### config.mk
export PLATFORM = sky130hd
export DESIGN_NAME = lsu_store_fwd
export DESIGN_NICKNAME = d
export VERILOG_FILES = /design/src/logic/lsu_fwd_pkg.sv /design/src/logic/lsu_byte_align.sv /design/src/logic/lsu_fwd_match.sv /design/src/logic/lsu_fwd_merge.sv /design/src/logic/lsu_store_fwd.sv /design/src/logic/lsu_store_pipe.sv
export SDC_FILE = /design/constraint.sdc
export NUM_CORES = 1
export LEC_CHECK = 0
export BUFFER_PORTS_ARGS = -buffer_cell sky130_fd_sc_hd__buf_2
export CAP_MARGIN = 20
export CORE_MARGIN = 2
export CORE_UTILIZATION = 40
export CTS_BUF_LIST = sky130_fd_sc_hd__clkbuf_4 sky130_fd_sc_hd__clkbuf_8
export CTS_CLUSTER_DIAMETER = 50
export DETAILED_ROUTE_END_ITERATION = 10
export GPL_TIMING_DRIVEN = 1
export RECOVER_POWER = 25
export SYNTH_ARGS = -nofsm -noshare
export SYNTH_HDL_FRONTEND = slang
export SYNTH_SLANG_ARGS = --single-unit
### constraint.sdc
create_clock -name clk -period 7.3 [get_ports clk]
set_input_delay 1.46 -clock clk [delete_from_list [all_inputs] [get_ports clk]]
set_output_delay 1.46 -clock clk [all_outputs]
set_load 0.1 [all_outputs]
### src/logic/lsu_fwd_pkg.sv
//********************************************************************
// shared sizes and access encodings for the lsu store forwarding path
// one data word is 32 bits with byte granular enables
// FWD_STAGES is tied to the dc3..dc5 store pipe and is not a knob
//********************************************************************
`default_nettype none

package lsu_fwd_pkg;

   //******************************************************************
   // widths
   //******************************************************************
   localparam int DATA_WIDTH       = 32;
   localparam int BYTES_PER_WORD   = 4;   // width of one byte-enable word
   localparam int BYTE_OFFSET_BITS = 2;   // addr bits selecting a byte in a word
   localparam int FWD_STAGES       = 3;   // dc3, dc4, dc5

   //******************************************************************
   // access encodings
   //******************************************************************

   // kind of access sitting in dc2
   typedef enum logic [1:0] {
      op_none  = 2'b00,
      op_load  = 2'b01,
      op_store = 2'b10
   } lsu_op_e;

   // access size, 2'b11 is not used
   typedef enum logic [1:0] {
      size_byte = 2'b00,
      size_half = 2'b01,
      size_word = 2'b10
   } lsu_size_e;

endpackage

`default_nettype wire

### src/logic/lsu_byte_align.sv
//********************************************************************
// dc2 access alignment, purely combinational
// an access spans at most two words, lo holds the first byte
// enables are zero when no access is present
//********************************************************************
`timescale 1ns/1ns
`default_nettype none

module lsu_byte_align
   import lsu_fwd_pkg::*;
#(
   parameter int ADDR_WIDTH = 32
) (
   input  lsu_op_e                               op_dc2,
   input  lsu_size_e                             size_dc2,
   input  logic [ADDR_WIDTH-1:0]                 addr_dc2,
   input  logic [DATA_WIDTH-1:0]                 store_data_dc2,
   output logic [ADDR_WIDTH-1:BYTE_OFFSET_BITS]  word_addr_lo,   // word of the first byte
   output logic [ADDR_WIDTH-1:BYTE_OFFSET_BITS]  word_addr_hi,   // word of the last byte
   output logic [BYTES_PER_WORD-1:0]             byteen_lo,
   output logic [BYTES_PER_WORD-1:0]             byteen_hi,
   output logic [DATA_WIDTH-1:0]                 data_lo,
   output logic [DATA_WIDTH-1:0]                 data_hi
);

   localparam int WORD_ADDR_W = ADDR_WIDTH - BYTE_OFFSET_BITS;

   logic [BYTES_PER_WORD-1:0]   byteen_base;
   logic [2*BYTES_PER_WORD-1:0] byteen_ext;
   logic [2*DATA_WIDTH-1:0]     data_ext;
   logic [BYTE_OFFSET_BITS-1:0] byte_offset;
   logic                        crosses_word;

   assign byte_offset = addr_dc2[BYTE_OFFSET_BITS-1:0];

   // enable pattern before the offset is applied
   always_comb begin
      case (size_dc2)
         size_byte: byteen_base = 4'b0001;
         size_half: byteen_base = 4'b0011;
         size_word: byteen_base = 4'b1111;
         default:   byteen_base = 4'b0000;
      endcase
      if (op_dc2 == op_none) begin
         byteen_base = '0;
      end
   end

   // spread over two words, upper half is the next word
   assign byteen_ext = {{BYTES_PER_WORD{1'b0}}, byteen_base} << byte_offset;
   assign data_ext   = {{DATA_WIDTH{1'b0}}, store_data_dc2} << {byte_offset, 3'b000};

   assign byteen_lo = byteen_ext[BYTES_PER_WORD-1:0];
   assign byteen_hi = byteen_ext[2*BYTES_PER_WORD-1:BYTES_PER_WORD];
   assign data_lo   = data_ext[DATA_WIDTH-1:0];
   assign data_hi   = data_ext[2*DATA_WIDTH-1:DATA_WIDTH];

   assign crosses_word = |byteen_hi;
   assign word_addr_lo = addr_dc2[ADDR_WIDTH-1:BYTE_OFFSET_BITS];
   assign word_addr_hi = word_addr_lo + WORD_ADDR_W'(crosses_word);  // wraps at the top

endmodule

`default_nettype wire

### src/logic/lsu_fwd_match.sv
//********************************************************************
// compare of the dc2 access against one store stage
// the access kind is not checked here, the merge gates on op_load
// outputs are in the lanes of the load's lo and hi words
//********************************************************************
`timescale 1ns/1ns
`default_nettype none

module lsu_fwd_match
   import lsu_fwd_pkg::*;
#(
   parameter int ADDR_WIDTH = 32
) (
   // dc2 access
   input  logic [ADDR_WIDTH-1:BYTE_OFFSET_BITS]  word_addr_lo,
   input  logic [ADDR_WIDTH-1:BYTE_OFFSET_BITS]  word_addr_hi,
   input  logic [BYTES_PER_WORD-1:0]             byteen_lo,
   input  logic [BYTES_PER_WORD-1:0]             byteen_hi,

   // one older store
   input  logic                                  st_valid,
   input  logic [ADDR_WIDTH-1:BYTE_OFFSET_BITS]  st_addr_lo,
   input  logic [ADDR_WIDTH-1:BYTE_OFFSET_BITS]  st_addr_hi,
   input  logic [BYTES_PER_WORD-1:0]             st_byteen_lo,
   input  logic [BYTES_PER_WORD-1:0]             st_byteen_hi,
   input  logic [DATA_WIDTH-1:0]                 st_data_lo,
   input  logic [DATA_WIDTH-1:0]                 st_data_hi,

   output logic [BYTES_PER_WORD-1:0]             hit_lo,
   output logic [BYTES_PER_WORD-1:0]             hit_hi,
   output logic [DATA_WIDTH-1:0]                 fwd_lo,
   output logic [DATA_WIDTH-1:0]                 fwd_hi
);

   // naming is <load word>_<store word>
   logic                      addr_lo_lo, addr_lo_hi, addr_hi_lo, addr_hi_hi;
   logic [BYTES_PER_WORD-1:0] byte_lo_lo, byte_lo_hi, byte_hi_lo, byte_hi_hi;

   //******************************************************************
   // word address compares
   //******************************************************************
   assign addr_lo_lo = st_valid & (word_addr_lo == st_addr_lo);
   assign addr_lo_hi = st_valid & (word_addr_lo == st_addr_hi);
   assign addr_hi_lo = st_valid & (word_addr_hi == st_addr_lo);
   assign addr_hi_hi = st_valid & (word_addr_hi == st_addr_hi);

   // both sides must enable the byte
   assign byte_lo_lo = {BYTES_PER_WORD{addr_lo_lo}} & byteen_lo & st_byteen_lo;
   assign byte_lo_hi = {BYTES_PER_WORD{addr_lo_hi}} & byteen_lo & st_byteen_hi;
   assign byte_hi_lo = {BYTES_PER_WORD{addr_hi_lo}} & byteen_hi & st_byteen_lo;
   assign byte_hi_hi = {BYTES_PER_WORD{addr_hi_hi}} & byteen_hi & st_byteen_hi;

   assign hit_lo = byte_lo_lo | byte_lo_hi;
   assign hit_hi = byte_hi_lo | byte_hi_hi;

   //******************************************************************
   // data, a store byte lives in only one of its two words
   //******************************************************************
   for (genvar b = 0; b < BYTES_PER_WORD; b++) begin : g_byte
      assign fwd_lo[8*b +: 8] = ({8{byte_lo_lo[b]}} & st_data_lo[8*b +: 8]) |
                                ({8{byte_lo_hi[b]}} & st_data_hi[8*b +: 8]);
      assign fwd_hi[8*b +: 8] = ({8{byte_hi_lo[b]}} & st_data_lo[8*b +: 8]) |
                                ({8{byte_hi_hi[b]}} & st_data_hi[8*b +: 8]);
   end

endmodule

`default_nettype wire

### src/logic/lsu_fwd_merge.sv
//********************************************************************
// picks each load byte from the youngest hitting store (dc3 first)
// result is right aligned and zero filled, then registered into dc3
// forwarded data replaces bus data only on a full hit
// side effect loads can still report a partial hit
//********************************************************************
`timescale 1ns/1ns
`default_nettype none

module lsu_fwd_merge
   import lsu_fwd_pkg::*;
(
   input  logic                        clk,
   input  logic                        arst_n,
   input  lsu_op_e                     op_dc2,
   input  logic                        is_sideeffects_dc2,
   input  logic [BYTE_OFFSET_BITS-1:0] byte_offset_dc2,
   input  logic [BYTES_PER_WORD-1:0]   load_byteen_lo,
   input  logic [BYTES_PER_WORD-1:0]   load_byteen_hi,
   input  logic [BYTES_PER_WORD-1:0]   hit_lo [FWD_STAGES],   // index 0 is dc3
   input  logic [BYTES_PER_WORD-1:0]   hit_hi [FWD_STAGES],
   input  logic [DATA_WIDTH-1:0]       fwd_lo [FWD_STAGES],
   input  logic [DATA_WIDTH-1:0]       fwd_hi [FWD_STAGES],
   input  logic [DATA_WIDTH-1:0]       ld_bus_data_dc3,
   output logic                        ld_hit_dc3,
   output logic                        ld_full_hit_dc3,
   output logic [DATA_WIDTH-1:0]       bus_read_data_dc3
);

   logic [BYTES_PER_WORD-1:0] any_hit_lo, any_hit_hi;
   logic [DATA_WIDTH-1:0]     merged_lo, merged_hi;
   logic                      full_hit_lo, full_hit_hi;
   logic                      is_load_dc2;
   logic                      ld_hit_dc2, ld_full_hit_dc2;
   logic [DATA_WIDTH-1:0]     ld_fwddata_dc2, ld_fwddata_dc3;

   //******************************************************************
   // age priority, walk oldest to youngest so dc3 wins
   //******************************************************************
   always_comb begin
      any_hit_lo = '0;
      any_hit_hi = '0;
      merged_lo  = '0;
      merged_hi  = '0;
      for (int s = FWD_STAGES-1; s >= 0; s--) begin
         any_hit_lo |= hit_lo[s];
         any_hit_hi |= hit_hi[s];
         for (int b = 0; b < BYTES_PER_WORD; b++) begin
            if (hit_lo[s][b]) begin
               merged_lo[8*b +: 8] = fwd_lo[s][8*b +: 8];
            end
            if (hit_hi[s][b]) begin
               merged_hi[8*b +: 8] = fwd_hi[s][8*b +: 8];
            end
         end
      end
   end

   // every enabled byte must be covered by some store
   assign full_hit_lo = &(any_hit_lo | ~load_byteen_lo);
   assign full_hit_hi = &(any_hit_hi | ~load_byteen_hi);

   assign is_load_dc2     = (op_dc2 == op_load);
   assign ld_hit_dc2      = is_load_dc2 & ((|any_hit_lo) | (|any_hit_hi));
   assign ld_full_hit_dc2 = is_load_dc2 & ~is_sideeffects_dc2 & full_hit_lo & full_hit_hi;

   // bytes outside the load are zero, so this also zero extends
   assign ld_fwddata_dc2 = DATA_WIDTH'({merged_hi, merged_lo} >> {byte_offset_dc2, 3'b000});

   //******************************************************************
   // dc3 register
   //******************************************************************
   always_ff @(posedge clk or negedge arst_n) begin
      if (!arst_n) begin
         ld_hit_dc3      <= 1'b0;
         ld_full_hit_dc3 <= 1'b0;
      end else begin
         ld_hit_dc3      <= ld_hit_dc2;
         ld_full_hit_dc3 <= ld_full_hit_dc2;
      end
   end

   always_ff @(posedge clk) begin
      ld_fwddata_dc3 <= ld_fwddata_dc2;
   end

   assign bus_read_data_dc3 = ld_full_hit_dc3 ? ld_fwddata_dc3 : ld_bus_data_dc3;

endmodule

`default_nettype wire

### src/logic/lsu_store_fwd.sv
//********************************************************************
// store to load forwarding top, one access per cycle in dc2
// a load sees stores from the last three cycles, result one cycle later
// no back-pressure, flush drops every store in flight
// ADDR_WIDTH must be 8 or more
//********************************************************************
`timescale 1ns/1ns
`default_nettype none

module lsu_store_fwd
   import lsu_fwd_pkg::*;
#(
   parameter int ADDR_WIDTH = 32
) (
   input  logic                  clk,
   input  logic                  arst_n,
   input  lsu_op_e               op_dc2,
   input  lsu_size_e             size_dc2,
   input  logic [ADDR_WIDTH-1:0] addr_dc2,
   input  logic [DATA_WIDTH-1:0] store_data_dc2,
   input  logic                  is_sideeffects_dc2,
   input  logic                  flush,
   input  logic [DATA_WIDTH-1:0] ld_bus_data_dc3,    // read data from the bus side
   output logic                  ld_hit_dc3,
   output logic                  ld_full_hit_dc3,
   output logic [DATA_WIDTH-1:0] bus_read_data_dc3
);

   // aligned dc2 access
   logic [ADDR_WIDTH-1:BYTE_OFFSET_BITS] word_addr_lo, word_addr_hi;
   logic [BYTES_PER_WORD-1:0]            byteen_lo, byteen_hi;
   logic [DATA_WIDTH-1:0]                data_lo, data_hi;

   // store stages
   logic [FWD_STAGES-1:0]                stage_valid;
   logic [ADDR_WIDTH-1:BYTE_OFFSET_BITS] stage_addr_lo   [FWD_STAGES];
   logic [ADDR_WIDTH-1:BYTE_OFFSET_BITS] stage_addr_hi   [FWD_STAGES];
   logic [BYTES_PER_WORD-1:0]            stage_byteen_lo [FWD_STAGES];
   logic [BYTES_PER_WORD-1:0]            stage_byteen_hi [FWD_STAGES];
   logic [DATA_WIDTH-1:0]                stage_data_lo   [FWD_STAGES];
   logic [DATA_WIDTH-1:0]                stage_data_hi   [FWD_STAGES];

   // per stage match results
   logic [BYTES_PER_WORD-1:0]            hit_lo [FWD_STAGES];
   logic [BYTES_PER_WORD-1:0]            hit_hi [FWD_STAGES];
   logic [DATA_WIDTH-1:0]                fwd_lo [FWD_STAGES];
   logic [DATA_WIDTH-1:0]                fwd_hi [FWD_STAGES];

   lsu_byte_align #(.ADDR_WIDTH(ADDR_WIDTH)) u_byte_align (
      .op_dc2, .size_dc2, .addr_dc2, .store_data_dc2,
      .word_addr_lo, .word_addr_hi, .byteen_lo, .byteen_hi, .data_lo, .data_hi
   );

   lsu_store_pipe #(.ADDR_WIDTH(ADDR_WIDTH)) u_store_pipe (
      .clk, .arst_n, .flush, .op_dc2,
      .word_addr_lo, .word_addr_hi, .byteen_lo, .byteen_hi, .data_lo, .data_hi,
      .stage_valid, .stage_addr_lo, .stage_addr_hi,
      .stage_byteen_lo, .stage_byteen_hi, .stage_data_lo, .stage_data_hi
   );

   //******************************************************************
   // one matcher per store stage, g_match[0] is dc3
   //******************************************************************
   for (genvar s = 0; s < FWD_STAGES; s++) begin : g_match
      lsu_fwd_match #(.ADDR_WIDTH(ADDR_WIDTH)) u_match (
         .word_addr_lo (word_addr_lo),
         .word_addr_hi (word_addr_hi),
         .byteen_lo    (byteen_lo),
         .byteen_hi    (byteen_hi),
         .st_valid     (stage_valid[s]),
         .st_addr_lo   (stage_addr_lo[s]),
         .st_addr_hi   (stage_addr_hi[s]),
         .st_byteen_lo (stage_byteen_lo[s]),
         .st_byteen_hi (stage_byteen_hi[s]),
         .st_data_lo   (stage_data_lo[s]),
         .st_data_hi   (stage_data_hi[s]),
         .hit_lo       (hit_lo[s]),
         .hit_hi       (hit_hi[s]),
         .fwd_lo       (fwd_lo[s]),
         .fwd_hi       (fwd_hi[s])
      );
   end

   lsu_fwd_merge u_fwd_merge (
      .clk, .arst_n, .op_dc2, .is_sideeffects_dc2,
      .byte_offset_dc2 (addr_dc2[BYTE_OFFSET_BITS-1:0]),
      .load_byteen_lo  (byteen_lo),
      .load_byteen_hi  (byteen_hi),
      .hit_lo, .hit_hi, .fwd_lo, .fwd_hi,
      .ld_bus_data_dc3, .ld_hit_dc3, .ld_full_hit_dc3, .bus_read_data_dc3
   );

endmodule

`default_nettype wire

### src/logic/lsu_store_pipe.sv
//********************************************************************
// store pipe dc3 -> dc4 -> dc5, one cycle per stage
// only stores enter, loads and empty slots leave a bubble
// flush empties every stage and drops a store presented with it
//********************************************************************
`timescale 1ns/1ns
`default_nettype none

module lsu_store_pipe
   import lsu_fwd_pkg::*;
#(
   parameter int ADDR_WIDTH = 32
) (
   input  logic                                  clk,
   input  logic                                  arst_n,
   input  logic                                  flush,
   input  lsu_op_e                               op_dc2,
   input  logic [ADDR_WIDTH-1:BYTE_OFFSET_BITS]  word_addr_lo,
   input  logic [ADDR_WIDTH-1:BYTE_OFFSET_BITS]  word_addr_hi,
   input  logic [BYTES_PER_WORD-1:0]             byteen_lo,
   input  logic [BYTES_PER_WORD-1:0]             byteen_hi,
   input  logic [DATA_WIDTH-1:0]                 data_lo,
   input  logic [DATA_WIDTH-1:0]                 data_hi,

   // index 0 is dc3, FWD_STAGES-1 is dc5
   output logic [FWD_STAGES-1:0]                 stage_valid,
   output logic [ADDR_WIDTH-1:BYTE_OFFSET_BITS]  stage_addr_lo   [FWD_STAGES],
   output logic [ADDR_WIDTH-1:BYTE_OFFSET_BITS]  stage_addr_hi   [FWD_STAGES],
   output logic [BYTES_PER_WORD-1:0]             stage_byteen_lo [FWD_STAGES],
   output logic [BYTES_PER_WORD-1:0]             stage_byteen_hi [FWD_STAGES],
   output logic [DATA_WIDTH-1:0]                 stage_data_lo   [FWD_STAGES],
   output logic [DATA_WIDTH-1:0]                 stage_data_hi   [FWD_STAGES]
);

   logic store_dc2;

   assign store_dc2 = (op_dc2 == op_store);

   //******************************************************************
   // valid flags
   //******************************************************************
   always_ff @(posedge clk or negedge arst_n) begin
      if (!arst_n) begin
         stage_valid <= '0;
      end else if (flush) begin
         stage_valid <= '0;                  // kills dc2 store as well
      end else begin
         stage_valid[0] <= store_dc2;
         for (int s = 1; s < FWD_STAGES; s++) begin
            stage_valid[s] <= stage_valid[s-1];
         end
      end
   end

   //******************************************************************
   // payload, qualified by the valid flags above
   //******************************************************************
   always_ff @(posedge clk) begin
      if (store_dc2) begin
         stage_addr_lo[0]   <= word_addr_lo;
         stage_addr_hi[0]   <= word_addr_hi;
         stage_byteen_lo[0] <= byteen_lo;
         stage_byteen_hi[0] <= byteen_hi;
         stage_data_lo[0]   <= data_lo;
         stage_data_hi[0]   <= data_hi;
      end
      // older stages just follow
      for (int s = 1; s < FWD_STAGES; s++) begin
         stage_addr_lo[s]   <= stage_addr_lo[s-1];
         stage_addr_hi[s]   <= stage_addr_hi[s-1];
         stage_byteen_lo[s] <= stage_byteen_lo[s-1];
         stage_byteen_hi[s] <= stage_byteen_hi[s-1];
         stage_data_lo[s]   <= stage_data_lo[s-1];
         stage_data_hi[s]   <= stage_data_hi[s-1];
      end
   end

endmodule

`default_nettype wire

---- Word-level counts from Yosys, hierarchy flattened ----
Index checks and enable logic that the tools add are counted.
word-level totals
  flip-flop bits (word level) ............. 433
  input port bits ......................... 104
  output and inout bits ................... 34
operators by class
  add/subtract/negate cells ............... 1
  eq/ne operators ......................... 16
  shift-type cells ........................ 3
  muxes and demuxes ....................... 28
  bitwise operators ....................... 128
  reduce and logical (&&, ||, !) cells .... 7
operator list
  operator              count
  $and A8 B8 Y8         48
  $eq A30 B30 Y1        12
  $mux W8               24
  $or A8 B8 Y8          24
  $and A4 B4 Y4         24
  $shl A32 B5 Y64       1
  $shr A64 B5 Y32       1
  $or A4 B4 Y4          12
  $mux W32              1
  $add A30 B1 Y30       1
  $and A1 B1 Y1         16
  $pmux W4 S3           1
  $reduce_or A4 Y1      3
  $not A4 Y4            2
  $reduce_and A4 Y1     2
  $shl A4 B2 Y8         1
  $eq A2 B1 Y1 const B  2
  $eq A2 B2 Y1 const B  2
  $logic_not A2 Y1      2
  $mux W4               1
  $mux W3               1
  $not A1 Y1            1
  $or A1 B1 Y1          1

---- Logic depth before layout (Yosys ltp) ----
  depth after elaboration ................. 16
  gate-level depth with buffers ........... 24
  gate-level depth less buffers ........... 19

---- Hierarchy ----
Synthesis repeated with hierarchy kept, for this count alone.
second synthesis, totals
  cell total of the unflattened synthesis .. 2310
  area total of the unflattened synthesis .. 22730.6 um2
modules (own cells, without submodules)
  module          times used  cells an instance  area an instance (um2)  sequential area each (um2)
  lsu_store_pipe  1           403                9355.2                  9323.9
  lsu_fwd_match   3           420                2672.6                  0.0
  lsu_fwd_merge   1           374                3424.5                  690.7
  lsu_byte_align  1           273                1933.1                  0.0

---- Least setup slack after synthesis ----
OpenSTA, ideal clock, no wires.
  path kind ............................... input-to-reg
  start ................................... in op_dc2[0]
  end ..................................... reg u_store_pipe.stage_addr_hi[60] in the netlist's numbering, enable pin
  setup time .............................. 0.624 ns
  arrival ................................. 6.941 ns
  path slack .............................. -0.265 ns
  stages on the path ...................... 1
  cells stage by stage .................... nor2b_1
on the way
  word-level cells in the longest chain between the ends .. 1
ends and longest elaborated chain
  what                            line                  text
  start: declaration              lsu_store_fwd.sv:17   input lsu_op_e op_dc2,
  $eq A2 B2 Y1                    lsu_store_pipe.sv:37  assign store_dc2 = (op_dc2 == op_store);
  end signal: indexed assignment  lsu_store_pipe.sv:70  stage_addr_hi[s] <= stage_addr_hi[s-1];
  end: declaration                lsu_store_pipe.sv:28  output logic [ADDR_WIDTH-1:BYTE_OFFSET_BITS] stage_addr_hi [FWD_STAGES],
No other way between the ends.
A chain may end at the register's enable or synchronous reset.

---- Worst setup path after layout ----
  start ................................... in size_dc2[0]
  end ..................................... reg u_fwd_merge.ld_fwddata_dc3[28]
on the way
  word-level cells in the longest chain between the ends .. 16
ends and longest elaborated chain
  what                                           line                                      text
  start: declaration                             lsu_store_fwd.sv:18                       input lsu_size_e size_dc2,
  $eq A2 B2 Y1 (tied with other cells)           lsu_byte_align.sv:38                      case (size_dc2)
  $pmux W4 S3 *                                  lsu_byte_align.sv:38
  $mux W4 *                                      lsu_byte_align.sv:44                      if (op_dc2 == op_none) begin
  $shl A4 B2 Y8 *                                lsu_byte_align.sv:50                      assign byteen_ext = {{BYTES_PER_WORD{1'b0}}, byteen_base} << byte_offset;
  $reduce_or A4 Y1                               lsu_byte_align.sv:58                      assign crosses_word = |byteen_hi;
  $add A30 B1 Y30                                lsu_byte_align.sv:60                      assign word_addr_hi = word_addr_lo + WORD_ADDR_W'(crosses_word);
  $eq A30 B30 Y1 (on tied branches)              lsu_fwd_match.sv:44, lsu_fwd_match.sv:45
  $and A1 B1 Y1 (on tied branches)               lsu_fwd_match.sv:44, lsu_fwd_match.sv:45
  $and A4 B4 Y4 (on tied branches) (2 in a row)  lsu_fwd_match.sv:50, lsu_fwd_match.sv:51
  $and A8 B8 Y8 (on tied branches)               lsu_fwd_match.sv:62, lsu_fwd_match.sv:63
  $or A8 B8 Y8                                   lsu_fwd_match.sv:62                       assign fwd_hi[8*b +: 8] = ({8{byte_hi_lo[b]}} & st_data_lo[8*b +: 8]) |
  $mux W8 (3 in a row)                           lsu_fwd_merge.sv:52                       if (hit_hi[s][b]) begin
  $shr A64 B5 Y32 *                              lsu_fwd_merge.sv:68                       assign ld_fwddata_dc2 = DATA_WIDTH'({merged_hi, merged_lo} >> {byte_offset_dc2, 3'b000});
  named net u_fwd_merge.ld_fwddata_dc2[28]       lsu_fwd_merge.sv:35                       logic [DATA_WIDTH-1:0] ld_fwddata_dc2, ld_fwddata_dc3;
  end signal: assignment                         lsu_fwd_merge.sv:84                       ld_fwddata_dc3 <= ld_fwddata_dc2;
  end: declaration                               lsu_fwd_merge.sv:35
The timed path passes the listed nets; every way through them passes the cells marked *.

==> run summary <==
The synthesized netlist occupies a cell area of 0.0205 mm². The initial cell density of the core came out at 0.407. By area the synthesized netlist is led by dfxtp_1 (27%), edfxtp_1 (18%), xnor2_1 (7.3%).

In the final routed layout, each cell accounts on average for 30.7 µm. The tools report the via total after detailed routing as 18472. The routing usage on met3 is 0.121. The flow ran to the end, and the final reports show no timing, DRC or antenna violations. The final max-slew violation count was 0. The x dimension of the die works out to 230 µm. The final standard cell utilization of the core came out at 0.477. The worst setup slack before clock tree synthesis is 0.109 ns.

The tree is rooted in a clkbuf_8. In this run, post-CTS repair resized a total of 0 instances. Summed over all instances, the cell type with the most area after synthesis is dfxtp_1. The later pin in the worst-skew pair is clocked with a latency of 0.69 ns.

The first global-routing pass estimated 129 mm of wire. A synthesized cell averages 10.1 µm². The tools report the total power after layout as 5.83 mW.

The share of async-settable or async-resettable flops after synthesis works out to 0.0123. The ratio of final minimum period to clock period came out at 0.910. The cell leakage power was 9.25 nW.

Total global routing track utilization: 0.338. met1 is the most crowded layer. The largest clock skew in the final design is 0.0333 ns, and the number of buffers added to fix hold violations after cts is 0.

The run gives 0.288 as the headroom to the max-slew limit. Setup violations remaining at the end of the flow were counted as 0. The portion of synthesized cell area occupied by the leading cell type works out to 0.271.

After detailed routing, the number of vias per cell comes to 6.23. The share of layout cells above drive strength 1 works out to 0.208. TritonCTS built the clock tree. The dominant synthesized flop cell is dfxtp_1.

The number of clock buffers added by TritonCTS is 74. The cell with the most instances after synthesis was dfxtp_1. The area added between synthesis and finish was 17.2%; the number of library cell types mapped by synthesis was 90. The number of port buffers is 137, and the synthesized instance count is 2038.

During synthesis, Yosys emitted a total of 0 warnings. For the part of the Yosys area used for sequential elements, the log shows 0.458. Setup repair after global routing left no endpoint under its margin. The switching portion of total power was 0.299. The internal portion of total power was 4.08 mW; the count of boundary I/O pins was 138.

For the power share of the sequential group, the log shows 0.451. The commonest cells after synthesis are dfxtp_1 (278), xnor2_1 (172), xor2_1 (141). Combinational share of power: 0.138. Counting along the longest clock path gives a buffer depth of 3.

The die is 230 µm tall. For the final routed database, the setup TNS stands at 0 ns. Number of antenna violations at the first check in global routing: 8.

The worst hold path class is flop to flop. The remaining antenna violation count is 0. The run gives 1.01 as the final weighted congestion in routability-driven placement.

For the number of detailed-route iterations in the first pass, the log shows 6. The number of clock sinks seen by CTS came out at 406. The met1 track demand over resource was 0.503.

The power share of the clock group was 0.410; the residual DRC count was 0. The critical path in this run is classified as input port to flop. The net count of the finished layout is 2342. The number of synthesized flops with an enable pin was 123.

After floorplanning, the core was divided into 82 placement rows. The run gives 0.0504 mm² as the core region area. The run gives 0.659 ns as the final worst slack. Across the run, the number of max-cap violations was 0. The run gives 70.4 mm as the half-perimeter wire length after placement.

For this run, the top clock speed supported by timing is 151 MHz. STA classifies the critical path startpoint as an input port. Across all hold checks on the routed design, the worst slack comes to 0.351 ns. The final hold violation count is 0, and the slew of the pin with the lowest slew margin is 1.06 ns.

The tools report the kind of end point of the critical path as a flop. The pin count of the biggest net entering global routing was 58; the worst voltage drop across the vdd grid was 141 µV. The number of DRC markers in iteration 0 is 2620, and the number of global-route vias before repair is 17446.

Post-CTS setup repair buffer count: 0. The number of nets handed over by synthesis was 2146. Clock-pin slew was measured on the worst setup and hold paths at 0.06 ns. Met2 global-route usage: 0.451.

The register bit total from synthesis was 406; the data arrival at the endpoint of the critical path was 7.19 ns. The die covers 0.0531 mm². Along the worst path, the maximum fanout reaches 8.

The clock period could shrink to 6.64 ns. The routed design has 91.1 mm of wire. The switching power summed over all nets was 1.74 mW.

Data on the critical path is required at its endpoint by 7.85 ns. The run gives 3 as the H-tree depth. For this run the aggregate overflow at the end of global routing stands at 0.

Power spread over the standard cell area amounts to 242 mW/mm².
-- kinds of logic after synthesis --
| family | share of synthesized area |
|---|---|
| compound gates | 0.143 |
| xor+xnor | 0.137 |
| fa+ha+maj | 0.00244 |
| buf+inv | 0.0347 |
| flops | 0.458 |
| mux | 0.0432 |
| simple gates | 0.182 |
-- registers in the layout, indices dropped and copies added (netlist names), 3 cells and up --
register,cells
u_store_pipe.stage_byteen_hi,9
u_fwd_merge.ld_fwddata_dc3,32
u_store_pipe.stage_valid,3
u_store_pipe.stage_data_hi,72
u_store_pipe.stage_byteen_lo,12
u_store_pipe.stage_addr_hi,90
u_store_pipe.stage_addr_lo,90
u_store_pipe.stage_data_lo,96
-- worst max-delay path: stages --
cell	delay [ns]
buf_2	0.09
inv_1	0.04
ha_1	0.30
nor2b_1	0.14
o21ai_0	0.10
a21oi_1	0.29
or2_2	0.22
ha_1	0.19
buf_4	0.14
nand4_4	0.22
nor3_1	0.58
buf_4	0.23
xnor2_1	0.11
nand4b_1	0.27
or4_1	0.73
or3_1	0.44
nor3_1	0.47
nor2_1	0.30
a221o_1	0.43
a2111o_1	0.44
-- stage by stage --
stage | cell area (µm²) | instances
finish | 24000 | 2967
global route | 24000 | 2966
CTS | 24000 | 2965
detailed placement | 22400 | 2830
global placement | 22400 | 2830
floorplan | 20500 | 2038
-- worst paths after layout --
kind / startpoint / end / slack, ns / cells past startpoint
min: u_store_pipe.stage_data_lo[59] / u_store_pipe.stage_data_lo[27] / 0.35 / 0
min reg2reg: u_store_pipe.stage_data_lo[59] / u_store_pipe.stage_data_lo[27] / 0.35 / 0
max in group asynchronous: arst_n / u_store_pipe.stage_valid[2] / 6.57 / 1
max: size_dc2[0] / u_fwd_merge.ld_fwddata_dc3[28] / 0.66 / 20
max reg2reg: u_store_pipe.stage_addr_lo[67] / u_fwd_merge.ld_fwddata_dc3[28] / 2.30 / 10
min in group asynchronous: arst_n / u_fwd_merge.ld_hit_dc3 / 0.59 / 1
-- layout by cell type (no fill, tap or decap), types with 15 or more instances in the layout --
master and count:
and2_1 24, o211ai_1 18, nor4_1 40, nor3_1 40, a22oi_1 70, a22o_1 26
mux2i_1 48, nor2_1 113, mux2_2 36, nand4_1 77, clkbuf_4 24, o21ai_0 81
xor2_1 141, buf_2 137, and3_1 62, edfxtp_1 123, inv_1 36, or4_1 16
dfxtp_1 278, a21oi_1 37, nand2_1 121, a221oi_1 21, nand3_1 51, a211oi_1 15
clkbuf_8 92, xnor2_1 172, buf_4 109
-- routing by layer --
metal / routed length, µm / part of all wire / up-vias
met5: 11 / 0.00012 / -
met4: 2340 / 0.026 / 2
met3: 12300 / 0.13 / 164
met2: 35600 / 0.39 / 1163
met1: 40900 / 0.45 / 9183
li1: - / - / 7960
-- final cells by class --
type	count	area, µm²
fill	4780	26300
multi-input combinational	1465	10400
sequential	406	9380
timing repair buffer	249	1560
clock buffer	116	1450
tap	672	841
clock inverter	19	205
inverter	38	143
antenna	2	5.00
-- power groups by stage --
stage	Combinational, mW	Sequential (mW)	Clock (mW)
5_1_grt	0.833	2.64	2.53
3_5_place_dp	0.773	2.67	0
2_1_floorplan	0.498	2.61	0
4_1_cts	0.778	2.62	2.43
6_report	0.807	2.63	2.39
3_3_place_gp	0.782	2.67	0
Power figures use the tool's default switching activity.
